<file path="src/fetch_params.svh">
`ifndef FETCH_PARAMS_SVH
`define FETCH_PARAMS_SVH

// address and pc width
`define XLEN 32

// direct-mapped cache geometry
`define ICACHE_LINES 32
`define LINE_WORDS 2             // two 32-bit words, 8-byte line
`define OFFSET_BITS 3            // byte offset inside a line
`define INDEX_BITS 5             // log2 of ICACHE_LINES

// slots fetched per cycle, slot 2 is the oldest
`define FETCH_WIDTH 3

`endif
</file>
<file path="src/fetch_pkg.sv">
`include "fetch_params.svh"

package fetch_pkg;

    // byte address or pc
    typedef logic [`XLEN-1:0] addr_t;

    // one instruction word
    typedef logic [31:0] inst_t;

    // pc bits 7..3 pick the line
    typedef logic [`INDEX_BITS-1:0] line_idx_t;

    // pc bits 31..8 stored per line
    typedef logic [`XLEN-`INDEX_BITS-`OFFSET_BITS-1:0] tag_t;

    // word inside a line
    typedef logic [$clog2(`LINE_WORDS)-1:0] word_sel_t;

    // refill sequencer states
    typedef enum logic [1:0] {
        IDLE,       // wait for a miss
        REQ,        // mem_req high until mem_ack
        RELEASE,    // mem_req low until mem_ack drops
        WRITE       // one-cycle line write into the array
    } refill_state_t;

endpackage

</file>
<file path="src/refill_if.sv">
`timescale 1ns/10ps
`include "fetch_params.svh"

// miss path between the cache array, the refill FSM and the word counter
interface refill_if ();

    logic                                miss;        // level, some slot misses
    fetch_pkg::addr_t                    miss_addr;   // line address of oldest missing slot
    logic                                fill_en;     // one-cycle line write strobe
    fetch_pkg::inst_t [`LINE_WORDS-1:0]  fill_data;   // whole line, word 0 at index 0
    fetch_pkg::word_sel_t                word_sel;    // word currently being fetched
    logic                                word_done;   // advance to the next word
    logic                                last_word;   // word_sel is the final word

    modport cache (
        output miss, miss_addr,
        input  fill_en, fill_data
    );

    // word_sel comes from the counter, the FSM only reads it
    modport fsm (
        input  miss, miss_addr, last_word, word_sel,
        output fill_en, fill_data, word_done
    );

    modport counter (
        input  word_done, fill_en,
        output word_sel, last_word
    );

endinterface

</file>
<file path="src/refill_fsm.sv">
`timescale 1ns/10ps
`include "fetch_params.svh"

module refill_fsm (
    input  logic              clock,
    input  logic              reset,
    output logic              mem_req,
    output fetch_pkg::addr_t  mem_addr,
    input  logic              mem_ack,
    input  fetch_pkg::inst_t  mem_data,
    refill_if.fsm             rf
);

    fetch_pkg::refill_state_t            state;
    fetch_pkg::refill_state_t            next_state;
    fetch_pkg::addr_t                    line_addr;  // line being fetched
    fetch_pkg::inst_t [`LINE_WORDS-1:0]  line_buf;   // words collected so far

    always_comb begin
        next_state = state;
        case (state)
            fetch_pkg::IDLE:
                if (rf.miss)
                    next_state = fetch_pkg::REQ;
            fetch_pkg::REQ:
                if (mem_ack)
                    next_state = fetch_pkg::RELEASE;
            fetch_pkg::RELEASE:
                if (!mem_ack)  // handshake closed
                    next_state = rf.last_word ? fetch_pkg::WRITE : fetch_pkg::REQ;
            fetch_pkg::WRITE:
                next_state = fetch_pkg::IDLE;
            default:
                next_state = fetch_pkg::IDLE;
        endcase
    end

    always_ff @(posedge clock) begin
        if (reset) begin
            state <= fetch_pkg::IDLE;
        end else begin
            state <= next_state;
        end
    end

    // address latch and word capture
    always_ff @(posedge clock) begin
        if (state == fetch_pkg::IDLE && rf.miss) begin
            line_addr <= rf.miss_addr;
        end
        if (state == fetch_pkg::REQ && mem_ack) begin
            line_buf[rf.word_sel] <= mem_data;  // data valid with ack
        end
    end

    assign mem_req  = (state == fetch_pkg::REQ);
    assign mem_addr = line_addr + fetch_pkg::addr_t'({rf.word_sel, 2'b00});

    assign rf.fill_en   = (state == fetch_pkg::WRITE);
    assign rf.fill_data = line_buf;
    // no advance after the final word, the counter clears on fill_en instead
    assign rf.word_done = (state == fetch_pkg::RELEASE) && !mem_ack && !rf.last_word;

    // four-phase rule, request only falls once memory has answered
    assert property (@(posedge clock) disable iff (reset)
        $fell(mem_req) |-> $past(mem_ack))
    else
        $error("refill_fsm: mem_req dropped before mem_ack");

endmodule

</file>
<file path="src/flat_wrapper.sv">
// flat-port wrapper written by rule: the top's interface ports become plain ports
module refill_fsm_flat 
  (clock, reset, mem_req, mem_addr, mem_ack, mem_data, rf_miss, rf_miss_addr, rf_last_word, rf_word_sel, rf_fill_en, rf_fill_data, rf_word_done);
  refill_if rf_i ();
  input  logic clock;
  input  logic reset;
  output logic mem_req;
  output fetch_pkg::addr_t mem_addr;
  input  logic mem_ack;
  input  fetch_pkg::inst_t mem_data;
  input wire logic [$bits(rf_i.miss)-1:0] rf_miss;
  input wire logic [$bits(rf_i.miss_addr)-1:0] rf_miss_addr;
  input wire logic [$bits(rf_i.last_word)-1:0] rf_last_word;
  input wire logic [$bits(rf_i.word_sel)-1:0] rf_word_sel;
  output wire logic [$bits(rf_i.fill_en)-1:0] rf_fill_en;
  output wire logic [$bits(rf_i.fill_data)-1:0] rf_fill_data;
  output wire logic [$bits(rf_i.word_done)-1:0] rf_word_done;
  assign rf_i.miss = rf_miss;
  assign rf_i.miss_addr = rf_miss_addr;
  assign rf_i.last_word = rf_last_word;
  assign rf_i.word_sel = rf_word_sel;
  assign rf_fill_en = rf_i.fill_en;
  assign rf_fill_data = rf_i.fill_data;
  assign rf_word_done = rf_i.word_done;
  refill_fsm u_core (.clock(clock), .reset(reset), .mem_req(mem_req), .mem_addr(mem_addr), .mem_ack(mem_ack), .mem_data(mem_data), .rf(rf_i));
endmodule
</file>
<file path="config.mk">
export PLATFORM = sky130hd
export DESIGN_NAME = refill_fsm_flat
export DESIGN_NICKNAME = d
export VERILOG_FILES = /design/src/fetch_pkg.sv /design/src/refill_if.sv /design/src/refill_fsm.sv /design/src/flat_wrapper.sv
export VERILOG_INCLUDE_DIRS = /design/src /design/src/src
export SDC_FILE = /design/constraint.sdc
export NUM_CORES = 1
export LEC_CHECK = 0
export BUFFER_PORTS_ARGS = -buffer_cell sky130_fd_sc_hd__buf_4
export CAP_MARGIN = 20
export CELL_PAD_IN_SITES_DETAIL_PLACEMENT = 1
export CELL_PAD_IN_SITES_GLOBAL_PLACEMENT = 1
export CORE_MARGIN = 3
export CORE_UTILIZATION = 40
export DETAILED_ROUTE_END_ITERATION = 6
export PLACE_DENSITY_LB_ADDON = 0.1
export SLEW_MARGIN = 20
export SYNTH_ARGS = -nofsm -noshare
export SYNTH_HDL_FRONTEND = slang
export SYNTH_SLANG_ARGS = --single-unit
</file>
<file path="constraint.sdc">
create_clock -name clock -period 4.2 [get_ports clock]
set_input_delay 0.42 -clock clock [delete_from_list [all_inputs] [get_ports clock]]
set_output_delay 0.42 -clock clock [all_outputs]
set_load 0.01 [all_outputs]
</file>
==> run metrics <==
status finished, final reports clean; yosys warns 0; clk_skew 0.00804 ns; VDD IR-drop max 0.252 mV; Synth cell types 27; final period demand of the worst path 2.46 ns; Critical Path Source Type flip-flop; Layout Cells excl Fill 489; P&R area growth vs syn 44.3%; Syn Area/Cell 18.4 um2; Synth Instances 198; Hold Path End u_core.state[0]; worst-skew pair later-pin latency 0.35 ns; reg2reg start u_core.state[0]; total track usage 16.3%; CTS resizes 0; crit end category output port; Max FO, Critical Path 11; Worst EP arrival 2.04 ns; Sink Count 98; Setup Fix Bufs, Post-CTS 0; GRT overflow 0; hold path depth 2; H-tree depth 3; RD Place Congestion 0.897; Cell Rows 34; fin nets 449; top cells by area, synth edfxtp_1 (79%), xnor2_1 (5.3%), nand4_1 (1.5%); sequential-to-total area share from yosys stat 80.1%; WL met3 925 um; fin util 59.7%; HP Class primary input to flip-flop; setup slack after layout 1.74 ns; Reg2Reg Setup Slack 2.58 ns; CP startpoint u_core.line_addr[14]; met2 WL 4.52 mm; cell with the most instances after synthesis edfxtp_1; Initial Util 41.4%; die width 101 um; Static Leak 2.07 nW; clk slew on worst S/H paths 0.10 ns; Remaining DRCs 0; wire length per cell 17.1 um; WL final 8.37 mm; max cap viols 0; worst hold start reset; Slew Viols, Final 0; relative slew slack 41.9%; Placed Area 5040 um2; vias in the first global route 2497; First DRT Iteration DRCs 69; R2R depth 2; Async S/R FF share, synth 0%; CTS Root Cell clkbuf_8; critical path class flip-flop to output port; ratio of final minimum period to clock period 58.5%; slew of the pin with the lowest slew margin 0.869 ns; CP required 3.78 ns; syn_nets 271; share of layout cells above drive strength 1 51.4%; FF+latch count, synth 98; hpwl dp 6.56 mm; Yosys top cell by area edfxtp_1; capturing point of the worst reg2reg path u_core.line_addr[10]; pre-CTS WS 1.92 ns; die height 101 um; cells along the critical path nand3_2 -> nor4_4 -> nand4_1 -> xnor2_1 -> buf_4; Num CTS Buffers 9; CP max stage cell nor4_4; Final ANT Viol Nets 0; core area 8810 um2; final hold viol count 0; top_reg_cell synth edfxtp_1; unrepaired setup endpoints after global routing false; top-area cell type share of the netlist area 79.0%; # diodes 0; Cell Pwr Density 377 nW/um2; CTS Buffer Depth 2; total I/O pin count 169; via count 2323; initial antenna violation count 0; Mapped Area 3650 um2; wl on met1 2.85 mm; FMAX 0.407 GHz; final instance area 5260 um2; top post-synthesis cells by count edfxtp_1 (96), xnor2_1 (22), nand3_1 (11); top sig layer met4; EDFF count, synth 96; pin count of the biggest net entering global routing 33; 1st-pass router iterations 4; Avg Vias per Cell 4.75; Setup violations, final 0; first-pass GRT wire length 12.5 mm; CP peak stage delay 0.59 ns; cts hold-fix bufs 0; Setup TNS 0 ns; PortBufs 168; Die ar. 10300 um2; TritonCTS clock tree built; placed insts 473
[layout make-up]
cell class / count / area (um2)
fill: 873 / 3540
sequential: 98 / 2920
timing repair buffer: 170 / 1280
multi-input combinational: 95 / 701
tap: 108 / 135
clock buffer: 9 / 124
clock inverter: 7 / 95.1
inverter: 2 / 7.51
[how the worst max path moves through the flow]
stage                                   to  slack [ns]
global placement              mem_addr[30]        1.96
global route                  mem_addr[24]        1.53
detailed placement            mem_addr[22]        1.92
floorplan           u_core.rf.fill_data[0]        1.68
finish                        mem_addr[31]        1.74
CTS                           mem_addr[31]        1.67
[through the flow]
| step | hold WS (ns) | power, mW |
|---|---|---|
| final | 0.218 | 1.98 |
| after global routing | 0.205 | 2.06 |
| after CTS | 0.202 | 2.01 |
| after detailed placement | 0.598 | 1.37 |
| after global placement | 0.592 | 1.36 |
| after floorplan | 0.489 | 1.24 |
[cells in the final DEF, fill, tap and decap left out]
master and count:
o21ai_0 1, a21oi_1 3, bufinv_16 1, nor4_4 2
nand2b_1 2, nand3_1 11, dfxtp_1 2, clkbuf_8 9
nor3_2 1, nand4_1 9, nor2_1 6, nand2_1 10
nor3b_1 1, ha_1 3, inv_8 3, and3_1 4
nand3_2 1, nand4_2 1, edfxtp_1 96, nor3_1 1
nor2_4 2, and2_1 3, nor4_1 1, clkinvlp_4 2
xnor2_1 22, nand3_4 2, inv_1 2, xor2_1 6
clkinv_8 1, nor2b_1 2, buf_4 170, nor2_2 1
[per-layer routing]
metal  GRT usage [%]  vias to the layer above
met5               0                        -
met4            5.83                        0
met3            7.71                        6
met2            28.6                       90
met1            17.1                     1122
li1                -                     1105
[report_power, final]
part | switching [mW] | internal, mW
clock | 0.350 | 0.293
combinational | 0.0861 | 0.105
sequential | 0.0279 | 1.12
[flip-flops by register name, summed over array words and instances (netlist names)]
register             flops
u_core.state             2
u_core.rf.fill_data     64
u_core.line_addr        32
[cell families after synthesis]
family                     synth area share, %
DFF                                       80.1
and+or+nand+nor                           10.6
xor gates and xnor gates                  6.72
buffers and inverters                    0.926
AOI/OAI and AO/OA                        0.549
adders and majority gates                 1.03
[critical path: cells and delay by family (launching register included)]
kind / cells / cell delay [ns]
AND/OR/NAND/NOR: 3 / 0.93
XOR/XNOR: 1 / 0.17
flip-flops: 1 / 0.43
buffers and inverters: 1 / 0.14
(Power assumes the default switching activity.)
