`src/fetch_params.svh`:
```
`ifndef FETCH_PARAMS_SVH
`define FETCH_PARAMS_SVH

// address and pc width
`define XLEN 32

// direct-mapped cache geometry
`define ICACHE_LINES 32
`define LINE_WORDS 2             // two 32-bit words, 8-byte line
`define OFFSET_BITS 3            // byte offset inside a line
`define INDEX_BITS 5             // log2 of ICACHE_LINES

// slots fetched per cycle, slot 2 is the oldest
`define FETCH_WIDTH 3

`endif
```
`src/fetch_pkg.sv`:
```
`include "fetch_params.svh"

package fetch_pkg;

    // byte address or pc
    typedef logic [`XLEN-1:0] addr_t;

    // one instruction word
    typedef logic [31:0] inst_t;

    // pc bits 7..3 pick the line
    typedef logic [`INDEX_BITS-1:0] line_idx_t;

    // pc bits 31..8 stored per line
    typedef logic [`XLEN-`INDEX_BITS-`OFFSET_BITS-1:0] tag_t;

    // word inside a line
    typedef logic [$clog2(`LINE_WORDS)-1:0] word_sel_t;

    // refill sequencer states
    typedef enum logic [1:0] {
        IDLE,       // wait for a miss
        REQ,        // mem_req high until mem_ack
        RELEASE,    // mem_req low until mem_ack drops
        WRITE       // one-cycle line write into the array
    } refill_state_t;

endpackage

```
`src/refill_if.sv`:
```
`timescale 1ns/10ps
`include "fetch_params.svh"

// miss path between the cache array, the refill FSM and the word counter
interface refill_if ();

    logic                                miss;        // level, some slot misses
    fetch_pkg::addr_t                    miss_addr;   // line address of oldest missing slot
    logic                                fill_en;     // one-cycle line write strobe
    fetch_pkg::inst_t [`LINE_WORDS-1:0]  fill_data;   // whole line, word 0 at index 0
    fetch_pkg::word_sel_t                word_sel;    // word currently being fetched
    logic                                word_done;   // advance to the next word
    logic                                last_word;   // word_sel is the final word

    modport cache (
        output miss, miss_addr,
        input  fill_en, fill_data
    );

    // word_sel comes from the counter, the FSM only reads it
    modport fsm (
        input  miss, miss_addr, last_word, word_sel,
        output fill_en, fill_data, word_done
    );

    modport counter (
        input  word_done, fill_en,
        output word_sel, last_word
    );

endinterface

```
`src/icache_array.sv`:
```
`timescale 1ns/10ps
`include "fetch_params.svh"

module icache_array (
    input  logic                                 clock,
    input  logic                                 reset,
    input  fetch_pkg::addr_t [`FETCH_WIDTH-1:0]  cache_addr,
    output fetch_pkg::inst_t [`FETCH_WIDTH-1:0]  cache_data,
    output logic [`FETCH_WIDTH-1:0]              cache_valid,
    refill_if.cache                              rf
);

    // storage
    logic [`ICACHE_LINES-1:0]            line_valid;
    fetch_pkg::tag_t                     line_tag  [`ICACHE_LINES];
    fetch_pkg::inst_t [`LINE_WORDS-1:0]  line_data [`ICACHE_LINES];

    // per-slot lookup fields
    fetch_pkg::line_idx_t [`FETCH_WIDTH-1:0]  slot_idx;
    fetch_pkg::tag_t      [`FETCH_WIDTH-1:0]  slot_tag;
    fetch_pkg::word_sel_t [`FETCH_WIDTH-1:0]  slot_word;
    logic [`FETCH_WIDTH-1:0]                  slot_hit;
    logic                                     miss_found;

    // line under refill, taken when the FSM picks up the miss
    logic                  fill_busy;
    fetch_pkg::line_idx_t  fill_idx;
    fetch_pkg::tag_t       fill_tag;

    // three read ports, compared at once
    always_comb begin
        for (int s = 0; s < `FETCH_WIDTH; s++) begin
            slot_idx[s]    = cache_addr[s][`OFFSET_BITS +: `INDEX_BITS];
            slot_tag[s]    = cache_addr[s][`XLEN-1 : `OFFSET_BITS+`INDEX_BITS];
            slot_word[s]   = cache_addr[s][`OFFSET_BITS-1 -: $clog2(`LINE_WORDS)];
            slot_hit[s]    = line_valid[slot_idx[s]] && (line_tag[slot_idx[s]] == slot_tag[s]);
            cache_valid[s] = slot_hit[s];
            cache_data[s]  = line_data[slot_idx[s]][slot_word[s]];
        end
    end

    // oldest missing slot drives the refill request
    always_comb begin
        miss_found   = 1'b0;
        rf.miss_addr = '0;
        for (int s = `FETCH_WIDTH-1; s >= 0; s--) begin
            if (!miss_found && !slot_hit[s]) begin
                miss_found   = 1'b1;
                rf.miss_addr = {cache_addr[s][`XLEN-1:`OFFSET_BITS], {`OFFSET_BITS{1'b0}}};
            end
        end
        rf.miss = miss_found;
    end

    // valid bits and refill tracking
    always_ff @(posedge clock) begin
        if (reset) begin
            line_valid <= '0;
            fill_busy  <= 1'b0;
        end else begin
            if (rf.fill_en) begin
                line_valid[fill_idx] <= 1'b1;
                fill_busy            <= 1'b0;  // FSM back to idle next cycle
            end else if (rf.miss && !fill_busy) begin
                fill_busy <= 1'b1;             // FSM leaves idle on this edge
            end
        end
    end

    // tag and data, written whole
    always_ff @(posedge clock) begin
        if (rf.miss && !fill_busy) begin
            fill_idx <= rf.miss_addr[`OFFSET_BITS +: `INDEX_BITS];
            fill_tag <= rf.miss_addr[`XLEN-1 : `OFFSET_BITS+`INDEX_BITS];
        end
        if (rf.fill_en) begin
            line_tag[fill_idx]  <= fill_tag;
            line_data[fill_idx] <= rf.fill_data;
        end
    end

    // fill strobe only arrives for a refill this array saw start
    assert property (@(posedge clock) disable iff (reset) rf.fill_en |-> fill_busy)
    else
        $error("icache_array: fill_en without a refill in progress");

endmodule

```
`src/flat_wrapper.sv`:
```
// flat-port wrapper written by rule: the top's interface ports become plain ports
module icache_array_flat 
  (clock, reset, cache_addr, cache_data, cache_valid, rf_miss, rf_miss_addr, rf_fill_en, rf_fill_data);
  refill_if rf_i ();
  input  logic clock;
  input  logic reset;
  input  fetch_pkg::addr_t [`FETCH_WIDTH-1:0] cache_addr;
  output fetch_pkg::inst_t [`FETCH_WIDTH-1:0] cache_data;
  output logic [`FETCH_WIDTH-1:0] cache_valid;
  output wire logic [$bits(rf_i.miss)-1:0] rf_miss;
  output wire logic [$bits(rf_i.miss_addr)-1:0] rf_miss_addr;
  input wire logic [$bits(rf_i.fill_en)-1:0] rf_fill_en;
  input wire logic [$bits(rf_i.fill_data)-1:0] rf_fill_data;
  assign rf_miss = rf_i.miss;
  assign rf_miss_addr = rf_i.miss_addr;
  assign rf_i.fill_en = rf_fill_en;
  assign rf_i.fill_data = rf_fill_data;
  icache_array u_core (.clock(clock), .reset(reset), .cache_addr(cache_addr), .cache_data(cache_data), .cache_valid(cache_valid), .rf(rf_i));
endmodule
```
`config.mk`:
```
export PLATFORM = sky130hd
export DESIGN_NAME = icache_array_flat
export DESIGN_NICKNAME = d
export VERILOG_FILES = /design/src/fetch_pkg.sv /design/src/refill_if.sv /design/src/icache_array.sv /design/src/flat_wrapper.sv
export VERILOG_INCLUDE_DIRS = /design/src /design/src/src
export SDC_FILE = /design/constraint.sdc
export NUM_CORES = 2
export LEC_CHECK = 0
export BUFFER_PORTS_ARGS = -buffer_cell sky130_fd_sc_hd__buf_2
export CORE_AREA = 2 2 723 725
export DETAILED_ROUTE_END_ITERATION = 8
export DIE_AREA = 0 0 725 727
export GPL_TIMING_DRIVEN = 0
export SLEW_MARGIN = 20
export SYNTH_ARGS = -nofsm -noshare
export SYNTH_HDL_FRONTEND = slang
export SYNTH_SLANG_ARGS = --single-unit
```
`constraint.sdc`:
```
create_clock -name clock -period 7.9 [get_ports clock]
set_input_delay 0 -clock clock [delete_from_list [all_inputs] [get_ports clock]]
set_output_delay 0 -clock clock [all_outputs]
set_load 0.01 [all_outputs]
```
==> impl_results.md <==
* Core area at 519000 um^2
* Max Cap Viol at 0
* Clock skew at 0.0838 ns
* Max-slew violation count at 0
* P_sw at 10.8 mW
* Worst EP arrival at 8.20 ns
* Rel. slew slack at 2.77%
* Synth Area in Simple Gates at 1.67%
* HP Class: in2reg
* Initial core utilization at 29.9%
* Worst Tran Pin Value at 1.44 ns
* Area fraction in compound gates after synthesis at 1.68%
* GR Util met2 at 41.3%
* Initial antenna violation count at 113
* GRT Total Usage at 30.8%
* Post-CTS setup buffer count at 0
* Worst Setup EP: cache_data[60]
* # IOs at 295
* Final setup TNS at -2.20 ns
* Syn Inst Count at 7521
* Clock power frac at 39.4%
* Fin crit share at 104%
* R2R cell count at 12
* Ys async rst share at 0%
* Failing checks: negative setup slack
* DR WL/cell at 52.5 um
* Met1 usage at 35.4%
* R2r startpoint: u_core.line_tag[12][0]
* Post-Synth XOR/XNOR Area at 0.535%
* Layout Utilization at 36.3%
* Worst Path Max Fanout at 13
* Port Buffers at 268
* CTS root buf: clkbuf_16
* Setup slack, reg-to-reg at 1.51 ns
* Setup ws final at -0.300 ns
* Min Tclk post-route at 8.20 ns
* Seq/Total Area, Yosys at 55.4%
* Largest family of logic cells by synthesized area: multiplexers
* FF/Latch Area at 86100 um^2
* Share of power burned in registers at 44.7%
* Comb pwr share at 16.0%
* Global route hottest layer: met2
* Die H at 727 um
* Max VDD drop at 0.178 mV
* # rows at 265
* Cell area after synthesis at 155000 um^2
* Yosys top cell area share at 55.0%
* Ys flop type: edfxtp_1
* RSZ-0062 raised after global routing: no
* Via/cell ratio at 7.15
* Adder-cell share of the synthesized area at 0%
* Drt pass-1 iters at 9
* Crit path launch: cache_addr[36]
* Placed cells at 15179
* Final GP Congestion at 1.05
* Post-synth cell types at 67
* Post-route ant nets at 0
* Leakage power at 59.7 nW
* Mux contribution to synthesized area at 38.8%
* Critical Path Start Type: input port
* Area occupied by multi-input gates at 66700 um^2
* Drc violations at 0
* Syn Area/Cell at 20.7 um^2
* Final #Nets at 8852
* Area leader, netlist: edfxtp_1
* Setup Viol. Count Final at 16
* P&R area growth vs syn at 21.1%
* Sw Ratio at 28.2%
* Critical path class: in2out
* CTS Sinks at 2878
* Status: finished, violations left
* Number of H-tree levels at 5
* Worst slack, placed at -0.117 ns
* Post-Route WL at 839000 um
* Die Area at 527000 um^2
* Final Hold Fails at 0
* DP HPWL at 617000 um
* Count leader, synth: edfxtp_1
* Drt first-iter violations at 26052
* CTS Buffer Depth at 4
* Share of cells above drive strength 1 at 49.0%
* Top cells by count, synth: edfxtp_1, mux4_2, clkbuf_1
* Vias post-DR at 114240
* Largest net degree at the start of global routing at 33
* CP Capture Type: output pin
* YS warnings at 0
* Cell Pwr Density at 203 nW/um^2
* Peak Freq at 0.122 GHz
* Int Pwr at 27.5 mW
* Final hold slack at 0.0448 ns
* Worst-Skew Late Latency at 1.05 ns
* Clock slew at reported path FFs at 0.06 ns
* EDFF count, synth at 2845
* Remaining Overflow, GRT at 0
* Met3 Resource Use GR at 18.0%
* CTS Buf Count at 311
* Top post-synthesis cells by area: edfxtp_1, mux4_2, mux2i_1
* R2R Path End: u_core.fill_tag[7]
* CTS tree: yes
* Number of global-route vias before repair at 105335
* Die width at 725 um
* Number of fill cells at 47432
* Flops & latches, synth at 2878
* Worst path required time at 7.90 ns
* Cell Count, Final, Fillers Out at 15988
* First-pass GRT wire length at 1060000 um
[how the worst min path moves through the flow]
stage	from	to	slack [ns]	depth (start not counted)
floorplan	rf_fill_data[0]	u_core.line_data[0][0]	0.1	0
global placement	rf_fill_en	u_core.fill_busy	0.34	3
detailed placement	rf_fill_en	u_core.fill_busy	0.36	3
CTS	cache_addr[9]	u_core.fill_tag[1]	0.007	3
global route	cache_addr[82]	u_core.fill_tag[10]	0.08	4
finish	rf_fill_data[33]	u_core.line_data[16][33]	0.04	2
[per-stage QoR]
step           power, mW  instance area (um^2)
2_1_floorplan       20.0                155000
3_5_place_dp        23.0                177000
4_1_cts             37.7                188000
3_3_place_gp        22.7                166000
6_report            38.2                188000
5_1_grt             38.5                188000
[layout by cell type (no fill, tap or decap), drive strengths merged, types with 54 or more instances in the layout]
master | Yosys | layout
o21ai | 54 | 54
edfxtp | 2845 | 2845
a22oi | 77 | 77
nand3 | 71 | 71
xnor2 | 59 | 59
diode | 0 | 122
mux4 | 2514 | 2514
clkbuf | 358 | 732
nor2 | 161 | 161
a31oi | 57 | 57
mux2i | 313 | 313
nand2 | 185 | 185
buf | 344 | 1063
clkinv | 2 | 138
dlygate4sd3 | 0 | 126
[registers in the layout, summed over array words and instances, names as in the netlist]
name               count
u_core.line_data    2048
u_core.fill_tag       24
u_core.fill_idx        5
u_core.fill_busy       1
u_core.line_valid     32
u_core.line_tag      768
[critical path, stage by stage]
cell,delay [ns]
buf_2,0.41
buf_2,0.57
buf_2,0.62
buf_2,0.73
buf_2,0.56
buf_2,0.74
clkbuf_1,0.73
buf_2,0.81
clkbuf_1,0.95
mux4_2,0.39
mux4_2,0.25
nand2_1,0.09
a31oi_2,0.91
buf_2,0.29
[cell families (layout without fill, tap and decap cells)]
logic type | count (synthesis) | after routing
AO/OA/AOI/OAI | 379 | 379
XOR/XNOR | 95 | 95
buffers and inverters | 731 | 2132
flip-flops | 2878 | 2878
multiplexers | 2876 | 2876
other | 1 | 125
AND/OR/NAND/NOR | 561 | 561
[power by group through the flow]
stage | clock [mW] | sequential, mW | combinational [mW]
floorplan | 0 | 17.4 | 2.60
global placement | 0 | 17.5 | 5.23
detailed placement | 0 | 17.4 | 5.58
CTS | 14.9 | 17.1 | 5.65
global route | 15.5 | 17.1 | 5.89
finish | 15.0 | 17.1 | 6.11
[layer usage]
metal / vias up / share of wire (%)
met5: - / 0.23
met1: 59461 / 31
li1: 36540 / -
met2: 14644 / 40
met4: 62 / 10
met3: 3533 / 19
[cell type report]
class,instances,share of cell area (%)
Sequential cell,2878,45.7
Antenna cell,122,0.162
Clock buffer,367,4.35
Clock inverter,181,0.910
Buffer,702,1.84
Tap cell,6942,4.61
Multi-Input combinational cell,3914,35.4
Inverter,29,0.0578
Timing Repair Buffer,853,6.90
[what timing repair did]
action	CTS	global route
pin swaps	0	0
setup endpoints to repair	1	7
hold buffers	125	1
resized for setup	1	9
hold endpoints to repair	2104	1
(Power assumes the default switching activity.)
