### src/fetch_params.svh
`ifndef FETCH_PARAMS_SVH
`define FETCH_PARAMS_SVH

// address and pc width
`define XLEN 32

// direct-mapped cache geometry
`define ICACHE_LINES 32
`define LINE_WORDS 2             // two 32-bit words, 8-byte line
`define OFFSET_BITS 3            // byte offset inside a line
`define INDEX_BITS 5             // log2 of ICACHE_LINES

// slots fetched per cycle, slot 2 is the oldest
`define FETCH_WIDTH 3

`endif
### src/fetch_pkg.sv
`include "fetch_params.svh"

package fetch_pkg;

    // byte address or pc
    typedef logic [`XLEN-1:0] addr_t;

    // one instruction word
    typedef logic [31:0] inst_t;

    // pc bits 7..3 pick the line
    typedef logic [`INDEX_BITS-1:0] line_idx_t;

    // pc bits 31..8 stored per line
    typedef logic [`XLEN-`INDEX_BITS-`OFFSET_BITS-1:0] tag_t;

    // word inside a line
    typedef logic [$clog2(`LINE_WORDS)-1:0] word_sel_t;

    // refill sequencer states
    typedef enum logic [1:0] {
        IDLE,       // wait for a miss
        REQ,        // mem_req high until mem_ack
        RELEASE,    // mem_req low until mem_ack drops
        WRITE       // one-cycle line write into the array
    } refill_state_t;

endpackage

### src/fetch_stage.sv
`timescale 1ns/10ps
`include "fetch_params.svh"

module fetch_stage (
    input  logic                                 clock,
    input  logic                                 reset,
    input  logic                                 take_branch,  // redirect this cycle
    input  fetch_pkg::addr_t                     target_pc,    // used when take_branch is set
    input  logic [`FETCH_WIDTH-1:0]              dis_stall,    // per-slot dispatch stall
    input  fetch_pkg::inst_t [`FETCH_WIDTH-1:0]  cache_data,
    input  logic [`FETCH_WIDTH-1:0]              cache_valid,  // per-slot hit
    output fetch_pkg::addr_t [`FETCH_WIDTH-1:0]  cache_addr,
    output logic [`FETCH_WIDTH-1:0]              if_valid,
    output fetch_pkg::addr_t [`FETCH_WIDTH-1:0]  if_pc,
    output fetch_pkg::addr_t [`FETCH_WIDTH-1:0]  if_npc,
    output fetch_pkg::inst_t [`FETCH_WIDTH-1:0]  if_inst
);

    localparam fetch_pkg::addr_t inst_bytes = 4;

    fetch_pkg::addr_t [`FETCH_WIDTH-1:0] pc_reg;      // pcs being fetched, [2] oldest
    fetch_pkg::addr_t [`FETCH_WIDTH-1:0] next_pc;
    logic                                hold_found;  // an older slot already chose the pc
    logic                                valid_chain; // every older slot so far is valid

    // oldest pc of the next group
    // branch target first, then the oldest stalled or missing slot, else youngest + 4
    always_comb begin
        hold_found = 1'b0;
        next_pc[`FETCH_WIDTH-1] = pc_reg[0] + inst_bytes;  // all slots move on
        for (int i = `FETCH_WIDTH-1; i >= 0; i--) begin
            if (!hold_found && (dis_stall[i] || !cache_valid[i])) begin
                hold_found = 1'b1;
                next_pc[`FETCH_WIDTH-1] = pc_reg[i];  // refetch from this slot
            end
        end
        if (take_branch) begin
            next_pc[`FETCH_WIDTH-1] = target_pc;
        end
        // younger slots follow in word steps
        for (int i = `FETCH_WIDTH-2; i >= 0; i--) begin
            next_pc[i] = next_pc[i+1] + inst_bytes;
        end
    end

    // pc triple, 0/4/8 after reset
    always_ff @(posedge clock) begin
        if (reset) begin
            for (int i = 0; i < `FETCH_WIDTH; i++) begin
                pc_reg[i] <= fetch_pkg::addr_t'((`FETCH_WIDTH - 1 - i) * 4);
            end
        end else begin
            pc_reg <= next_pc;
        end
    end

    assign cache_addr = pc_reg;  // all three slots looked up in parallel

    // output packets
    always_comb begin
        valid_chain = 1'b1;
        for (int i = `FETCH_WIDTH-1; i >= 0; i--) begin
            valid_chain = valid_chain & cache_valid[i];  // stops at first miss
            if_valid[i] = valid_chain;
            if_pc[i]    = pc_reg[i];
            if_npc[i]   = pc_reg[i] + inst_bytes;
            if_inst[i]  = cache_valid[i] ? cache_data[i] : '0;  // misses read as zero
        end
    end

    // invalid slots sit at the young end only,
    // so the inverted valid mask must look like 0..01..1
    assert property (@(posedge clock) disable iff (reset)
        ((~if_valid) & ((~if_valid) + 1'b1)) == '0)
    else
        $error("fetch_stage: if_valid %b is not a prefix from slot 2", if_valid);

endmodule

### config.mk
export PLATFORM = sky130hd
export DESIGN_NAME = fetch_stage
export DESIGN_NICKNAME = d
export VERILOG_FILES = /design/src/fetch_pkg.sv /design/src/fetch_stage.sv
export VERILOG_INCLUDE_DIRS = /design/src /design/src/src
export SDC_FILE = /design/constraint.sdc
export NUM_CORES = 1
export LEC_CHECK = 0
export BUFFER_PORTS_ARGS = -buffer_cell sky130_fd_sc_hd__buf_2
export CAP_MARGIN = 20
export CORE_AREA = 5 5 203 205
export DETAILED_ROUTE_END_ITERATION = 7
export DIE_AREA = 0 0 208 210
export REMOVE_ABC_BUFFERS = 1
export SLEW_MARGIN = 20
export SYNTH_ARGS = -nofsm -noshare
export SYNTH_HDL_FRONTEND = slang
export SYNTH_SLANG_ARGS = --single-unit
### constraint.sdc
create_clock -name clock -period 7 [get_ports clock]
set_input_delay 0 -clock clock [delete_from_list [all_inputs] [get_ports clock]]
set_output_delay 0 -clock clock [all_outputs]
set_load 0.02 [all_outputs]
==> results of run 1 <==
[cell type report]
| type | count | share of cell area [%] |
|---|---|---|
| timing repair buffer | 540 | 24.5 |
| multi-input combinational | 873 | 49.7 |
| sequential | 91 | 16.2 |
| inverter | 19 | 0.635 |
| tap | 525 | 5.85 |
| clock inverter | 7 | 1.10 |
| clock buffer | 9 | 2.01 |
[metrics by stage]
| step | instance area (sq um) | total power [mW] |
|---|---|---|
| 5_1_grt | 11200 | 2.11 |
| 2_1_floorplan | 7470 | 1.09 |
| 6_report | 11200 | 2.03 |
| 4_1_cts | 11200 | 2.04 |
| 3_3_place_gp | 10800 | 1.45 |
| 3_5_place_dp | 10800 | 1.45 |
[timing repair]
action | 4_1_cts | 5_1_grt
endpoints found under the setup margin | 0 | 0
hold endpoints to repair | 4 | 0
hold buffers | 4 | 0
gates resized for setup | 0 | 0
[worst paths after layout]
path | endpoint | slack [ps] | cells after the start
worst max register to register | cache_addr[31]$_SDFF_PP0_ | 1790 | 11
worst max-delay path | cache_addr[31]$_SDFF_PP0_ | 1770 | 12
worst min register to register | cache_addr[1]$_SDFFE_PP0P_ | 630 | 2
worst min-delay path | cache_addr[68]$_SDFF_PP0_ | 7 | 3
[critical path, cell delays in order]
cell	delay, ps
buf_2	470
and4bb_2	710
nand2_1	620
a31oi_1	370
o211ai_1	220
a2111oi_1	860
nand3_1	500
or3_4	510
xnor2_1	160
nand4b_1	260
nor4b_1	390
mux2_2	380
[per-layer routing]
metal	share of wire, %	up-vias
li1	-	4764
met4	3.7	0
met3	5.5	76
met5	0	-
met2	52	525
met1	39	4941
[cells in the final DEF, fill, tap and decap left out, drive strengths merged, types with 20 or more instances in the layout]
cell,n
a21oi,20
and2,103
and3,24
buf,536
dfxtp,91
inv,20
nand2,73
nand3,66
nand4,28
nor2,131
nor3,41
nor4,24
xnor2,81
xor2,35
[report_power, final]
part	switching, mW	internal (mW)	total [mW]
clock network	0.232	0.352	0.584
registers	0.122	0.561	0.683
logic	0.503	0.261	0.764
total	0.857	1.17	2.03
[logic make-up (layout without fill, tap and decap cells)]
logic type               after synthesis  in the layout  synth area share (%)
AND/OR/NAND/NOR                      569            569                  35.7
buffers and inverters                192            575                  13.7
AO/OA/AOI/OAI                        167            167                  14.8
XOR/XNOR                             116            116                  11.8
flip-flops                            91             91                  21.2
multiplexers                          16             16                  1.98
adder cells (fa/ha/maj)                5              5                 0.730
==> load_flow_metrics.sql, run 1 <==
INSERT INTO impl_metrics (metric_group, metric, value, unit) VALUES
('status', 'status', 'completed', ''),
('global_route', 'overflow', '0', ''),
('global_route', 'grt_use_total', '19.4', '%'),
('timing', 'slew_headroom', '33.3', '%'),
('timing', 'tightestPinTransition', '1000', 'ps'),
('run', 'cap_violations', '0', ''),
('timing', 'final_worst_path_cycle_share', '74.7', '%'),
('pwr', 'cellPowerDensity', '181', 'mW/mm^2'),
('yosys', 'yosys.cell_types.count', '80', ''),
('floorplan', 'floorplan.initialDensity', '21.8', '%'),
('drt', 'drt_first_pass_iters', '6', ''),
('yosys', 'synth_top_area_share', '21.2', '%'),
('pwr', 'power.ir.vdd_worst', '0.000118', 'V'),
('global_route', 'groute.layer.met1.usage', '23.0', '%'),
('floorplan', 'die_h', '210', 'microns'),
('setup_path', 'critical_path.reg2reg.startpoint', 'cache_addr[2]$_SDFF_PP0_', ''),
('yosys', 'synth.largest_area_cell', 'dfxtp_1', ''),
('global_route', 'largest_net_degree_at_the_start_of_global_routing', '91', ''),
('drt', 'drtAntennaViolNets', '0', ''),
('timing', 'worst_setup_slack_final', '1770', 'ps'),
('yosys', 'yosysSeqAreaShare', '21.2', '%'),
('global_route', 'grtUsageMet3', '2.19', '%'),
('cells_and_area', 'drive_above_1_share', '38.0', '%'),
('yosys', 'synth_cells', '1156', ''),
('yosys', 'ys_seq_elements', '91', ''),
('global_route', 'global_route_hottest_layer', 'met2', ''),
('floorplan', 'die-area', '0.0437', 'sq mm'),
('timing', 'layout_min_cycle_time', '5230', 'ps'),
('setup_path', 'crit_arrival', '5480', 'ps'),
('drt', 'drt-total-wl', '46.1', 'mm'),
('yosys', 'synth_edf_count', '0', ''),
('drt', 'drt_first_iter_violations', '754', ''),
('timing', 'totalNegativeSetupSlack', '0', 'ps'),
('clocking', 'clock_tree.root_cell', 'clkbuf_16', ''),
('setup_path', 'cp-end-kind', 'flop', ''),
('place', 'place_hpwl', '37.4', 'mm'),
('cells_and_area', 'multi_input_area', '0.00558', 'sq mm'),
('drt', 'route.detailed.drc', '0', ''),
('clocking', 'clkSlewWorstSetupHoldPaths', '70', 'ps'),
('clocking', 'cts_htree_levels', '3', ''),
('clocking', 'clock_latency', '360', 'ps'),
('timing', 'finalSetupViolCount', '0', ''),
('cells_and_area', 'fillers', '4302', ''),
('timing', 'report.final.hold_viol_count', '0', ''),
('cells_and_area', 'final_nets', '1676', ''),
('cells_and_area', 'area_delta_synth_final', '31.0', '%'),
('setup_path', 'required', '7250', 'ps'),
('cells_and_area', 'largest_reg_flops', '91', ''),
('clocking', 'clock_path_buffers', '2', ''),
('yosys', 'syn_area', '0.00857', 'sq mm'),
('global_route', 'groute.layer.met2.usage', '35.8', '%'),
('yosys', 'ys_dominant_reg_cell', 'dfxtp_1', ''),
('floorplan', 'die_width', '208', 'microns'),
('min_path', 'hold_path_origin', 'target_pc[4]', ''),
('yosys', 'yosys_warnings', '0', ''),
('drt', 'route.detailed.wl_per_inst', '22.3', 'microns'),
('floorplan', 'row_count', '73', ''),
('timing', 'final_max_slew_violation_count', '0', ''),
('global_route', 'antenna_found_initial', '1', ''),
('floorplan', 'placeableCoreArea', '0.0393', 'sq mm'),
('floorplan', 'boundaryPins', '524', ''),
('place', 'port-buffer-count', '523', ''),
('timing', 'timing.fmax', '0.191', 'GHz'),
('setup_path', 'path_class', 'in -> reg', ''),
('cells_and_area', 'final_core_utilization', '28.6', '%'),
('cells_and_area', 'antennaDiodeCount', '0', ''),
('global_route', 'vias_in_the_first_global_route', '9686', ''),
('drt', 'routed_via_density', '4.99', ''),
('timing', 'finalHoldWorstSlack', '7.45', 'ps'),
('global_route', 'grt_pass1_wl', '64.9', 'mm'),
('yosys', 'ys_top_cells_by_area', 'dfxtp_1 21%, buf_4 9.8%, xnor2_1 8.3%', '');
No activity file was read; power rests on OpenSTA's default activity.
==> inputs of run 2 (changes only) <==
==> constraint.sdc (replaced) <==
create_clock -name clock -period 4.8 [get_ports clock]
set_input_delay 0 -clock clock [delete_from_list [all_inputs] [get_ports clock]]
set_output_delay 0 -clock clock [all_outputs]
set_load 0.02 [all_outputs]
==> run 2 against run 1 <==
  * Non-clock buffer count up 64
  * Register-to-register slack worse by 1500 ps
  * Combinational power up 58%
  * Power up 42%
  * Critical path depth down 1
  * Global-route usage up 0.64 points
  * Hold slack better by 3.0 ps
  * Sequential cell count unchanged
  * Largest power group unchanged
==> load_flow_metrics.sql, run 2 (same netlist as run 1, synthesis figures left out) <==
INSERT INTO impl_metrics (metric_group, metric, value, unit) VALUES
('cells_and_area', 'mostFrequentLayoutCell', 'buf_2', ''),
('drt', 'drt_first_pass_iters', '5', ''),
('min_path', 'class_of_the_tightest_hold_or_removal_check', 'in -> reg', ''),
('timing', 'final_worst_path_cycle_share', '94.6', '%'),
('setup_path', 'cp-end-kind', 'flop', ''),
('pwr', 'power.ir.vdd_worst', '0.000175', 'V'),
('clocking', 'clock_latency', '360', 'ps'),
('global_route', 'overflow', '0', ''),
('timing', 'report.final.hold_viol_count', '0', ''),
('global_route', 'grt_pass1_wl', '67.1', 'mm'),
('timing', 'setup_repair_after_global_routing_missed_its_margin', 'no', ''),
('drt', 'drt_first_iter_violations', '917', ''),
('pwr', 'comb_power_share', '42.0', '%'),
('clocking', 'cts_tree', 'built', ''),
('timing', 'layout_min_cycle_time', '4540', 'ps'),
('cells_and_area', 'drive_above_1_share', '40.5', '%'),
('floorplan', 'die_h', '210', 'microns'),
('floorplan', 'boundaryPins', '524', ''),
('drt', 'route.detailed.drc', '0', ''),
('min_path', 'hold_path_origin', 'target_pc[4]', ''),
('pwr', 'cellPowerDensity', '247', 'mW/mm^2'),
('cells_and_area', 'fillers', '4301', ''),
('timing', 'final_max_slew_violation_count', '0', ''),
('place', 'place_hpwl', '39.0', 'mm'),
('place', 'place_ws', '248', 'ps'),
('timing', 'tightestPinTransition', '750', 'ps'),
('floorplan', 'die_width', '208', 'microns'),
('drt', 'num_vias', '10600', ''),
('cells_and_area', 'area_delta_synth_final', '36.5', '%'),
('timing', 'slew_headroom', '49.6', '%'),
('floorplan', 'row_count', '73', ''),
('status', 'status', 'completed', ''),
('drt', 'route.detailed.wl_per_inst', '21.9', 'microns'),
('pwr', 'power.share.switching', '43.9', '%'),
('pwr', 'int_power', '1.62', 'mW'),
('timing', 'worst_clock_skew', '12.1', 'ps'),
('setup_path', 'critical_path.reg2reg.startpoint', 'cache_addr[15]$_SDFF_PP0_', ''),
('timing', 'finalSetupViolCount', '0', ''),
('cells_and_area', 'final_nets', '1740', ''),
('pwr', 'net-switching-power', '1.27', 'mW'),
('clocking', 'numClockSinks', '91', ''),
('floorplan', 'placeableCoreArea', '0.0393', 'sq mm'),
('place', 'routabilityCongestion', '1.00', ''),
('clocking', 'clock_path_buffers', '2', ''),
('drt', 'drt-total-wl', '46.7', 'mm'),
('cells_and_area', 'final_core_utilization', '29.8', '%'),
('cells_and_area', 'largest_reg_flops', '91', ''),
('clocking', 'post_cts.repair.setup_buffers', '0', ''),
('run', 'cap_violations', '0', ''),
('global_route', 'vias_in_the_first_global_route', '10100', ''),
('pwr', 'power_leakage', '5.55', 'nW'),
('drt', 'routed_via_density', '4.96', ''),
('place', 'port-buffer-count', '523', ''),
('pwr', 'seq_power_share', '33.1', '%'),
('setup_path', 'timing.critical_path.from', 'cache_addr[15]$_SDFF_PP0_', ''),
('timing', 'worst_setup_slack_final', '261', 'ps'),
('floorplan', 'floorplan.initialDensity', '21.8', '%'),
('pwr', 'pwr-share-clk', '24.9', '%'),
('setup_path', 'critical_path_peak_fanout', '8', ''),
('setup_path', 'path_class', 'reg -> reg', ''),
('global_route', 'antenna_found_initial', '3', ''),
('setup_path', 'required', '5040', 'ps'),
('clocking', 'clkSlewWorstSetupHoldPaths', '70', 'ps'),
('clocking', 'cts_htree_levels', '3', ''),
('global_route', 'largest_net_degree_at_the_start_of_global_routing', '65', ''),
('clocking', 'clock_tree.root_cell', 'clkbuf_16', ''),
('cells_and_area', 'mostFrequentLayoutCells', '523 x buf_2, 131 x nor2_1, 103 x and2_1', ''),
('global_route', 'grt_use_total', '20.0', '%'),
('clocking', 'number_of_buffers_created_by_cts', '9', ''),
('drt', 'drtAntennaViolNets', '0', ''),
('setup_path', 'crit_path_start_kind', 'flop', ''),
('floorplan', 'die-area', '0.0437', 'sq mm'),
('setup_path', 'crit_arrival', '4780', 'ps'),
('timing', 'timing.fmax', '0.220', 'GHz');
-- run 2: cell type report --
class,count,area [sq um],area share [%]
antenna,1,2.50,0.0214
multi-input combinational,873,5600,47.8
inverter,19,71.3,0.609
sequential,91,1820,15.6
tap,525,657,5.61
clock buffer,11,243,2.07
clock inverter,5,45.0,0.385
timing repair buffer,604,3270,27.9
-- run 2: critical path, stage by stage (launching register included) --
cell and delay [ps]:
dfxtp_1 660, nand4_1 250, or4_4 620, or2_4 290, a211o_1 340, or2_4 300, or4_4 430, or3_4 400
xnor2_1 160, nand4b_1 260, nor4b_1 340, mux2_2 380
-- run 2: repair_timing --
item                                    CTS  global route
endpoints found under the setup margin    0             3
hold endpoints to repair                  6             0
hold buffers                              6             0
resized for setup                         0             4
-- run 2: path summary, 6_finish.rpt --
| kind | end | slack, ps | cells past startpoint |
|---|---|---|---|
| hold reg to reg | cache_addr[1]$_SDFFE_PP0P_ | 640 | 2 |
| setup / recovery | cache_addr[31]$_SDFF_PP0_ | 260 | 11 |
| hold / removal | cache_addr[68]$_SDFF_PP0_ | 10 | 3 |
| setup reg to reg | cache_addr[31]$_SDFF_PP0_ | 260 | 11 |
-- run 2: power by group through the flow --
stage          Clock (mW)  Sequential [mW]  Combinational (mW)
4_1_cts             0.729            0.954                1.21
2_1_floorplan           0             1.10               0.491
3_5_place_dp            0            0.971                1.20
5_1_grt             0.750            0.968                1.29
3_3_place_gp            0            0.969                1.21
6_report            0.720            0.955                1.21
-- run 2: routing by layer --
layer | vias up | share of wire [%] | track usage (%)
met1 | 4936 | 38 | 23.8
met4 | 4 | 4.7 | 9.29
met3 | 100 | 7.2 | 2.60
met2 | 625 | 50 | 35.8
li1 | 4892 | - | -
met5 | - | 0.045 | 0
-- run 2: per-stage QoR --
step                      power (mW)  area (sq um)  setup TNS (ps)  std cells  hold slack [ps]
after global routing            3.01         11700               0       2129             79.0
after detailed placement        2.17         11300               0       2106              241
after floorplan                 1.59          7470            -117        983                0
after CTS                       2.90         11700               0       2128             9.19
after global placement          2.18         11300               0       2106              244
final                           2.89         11700               0       2129             10.4
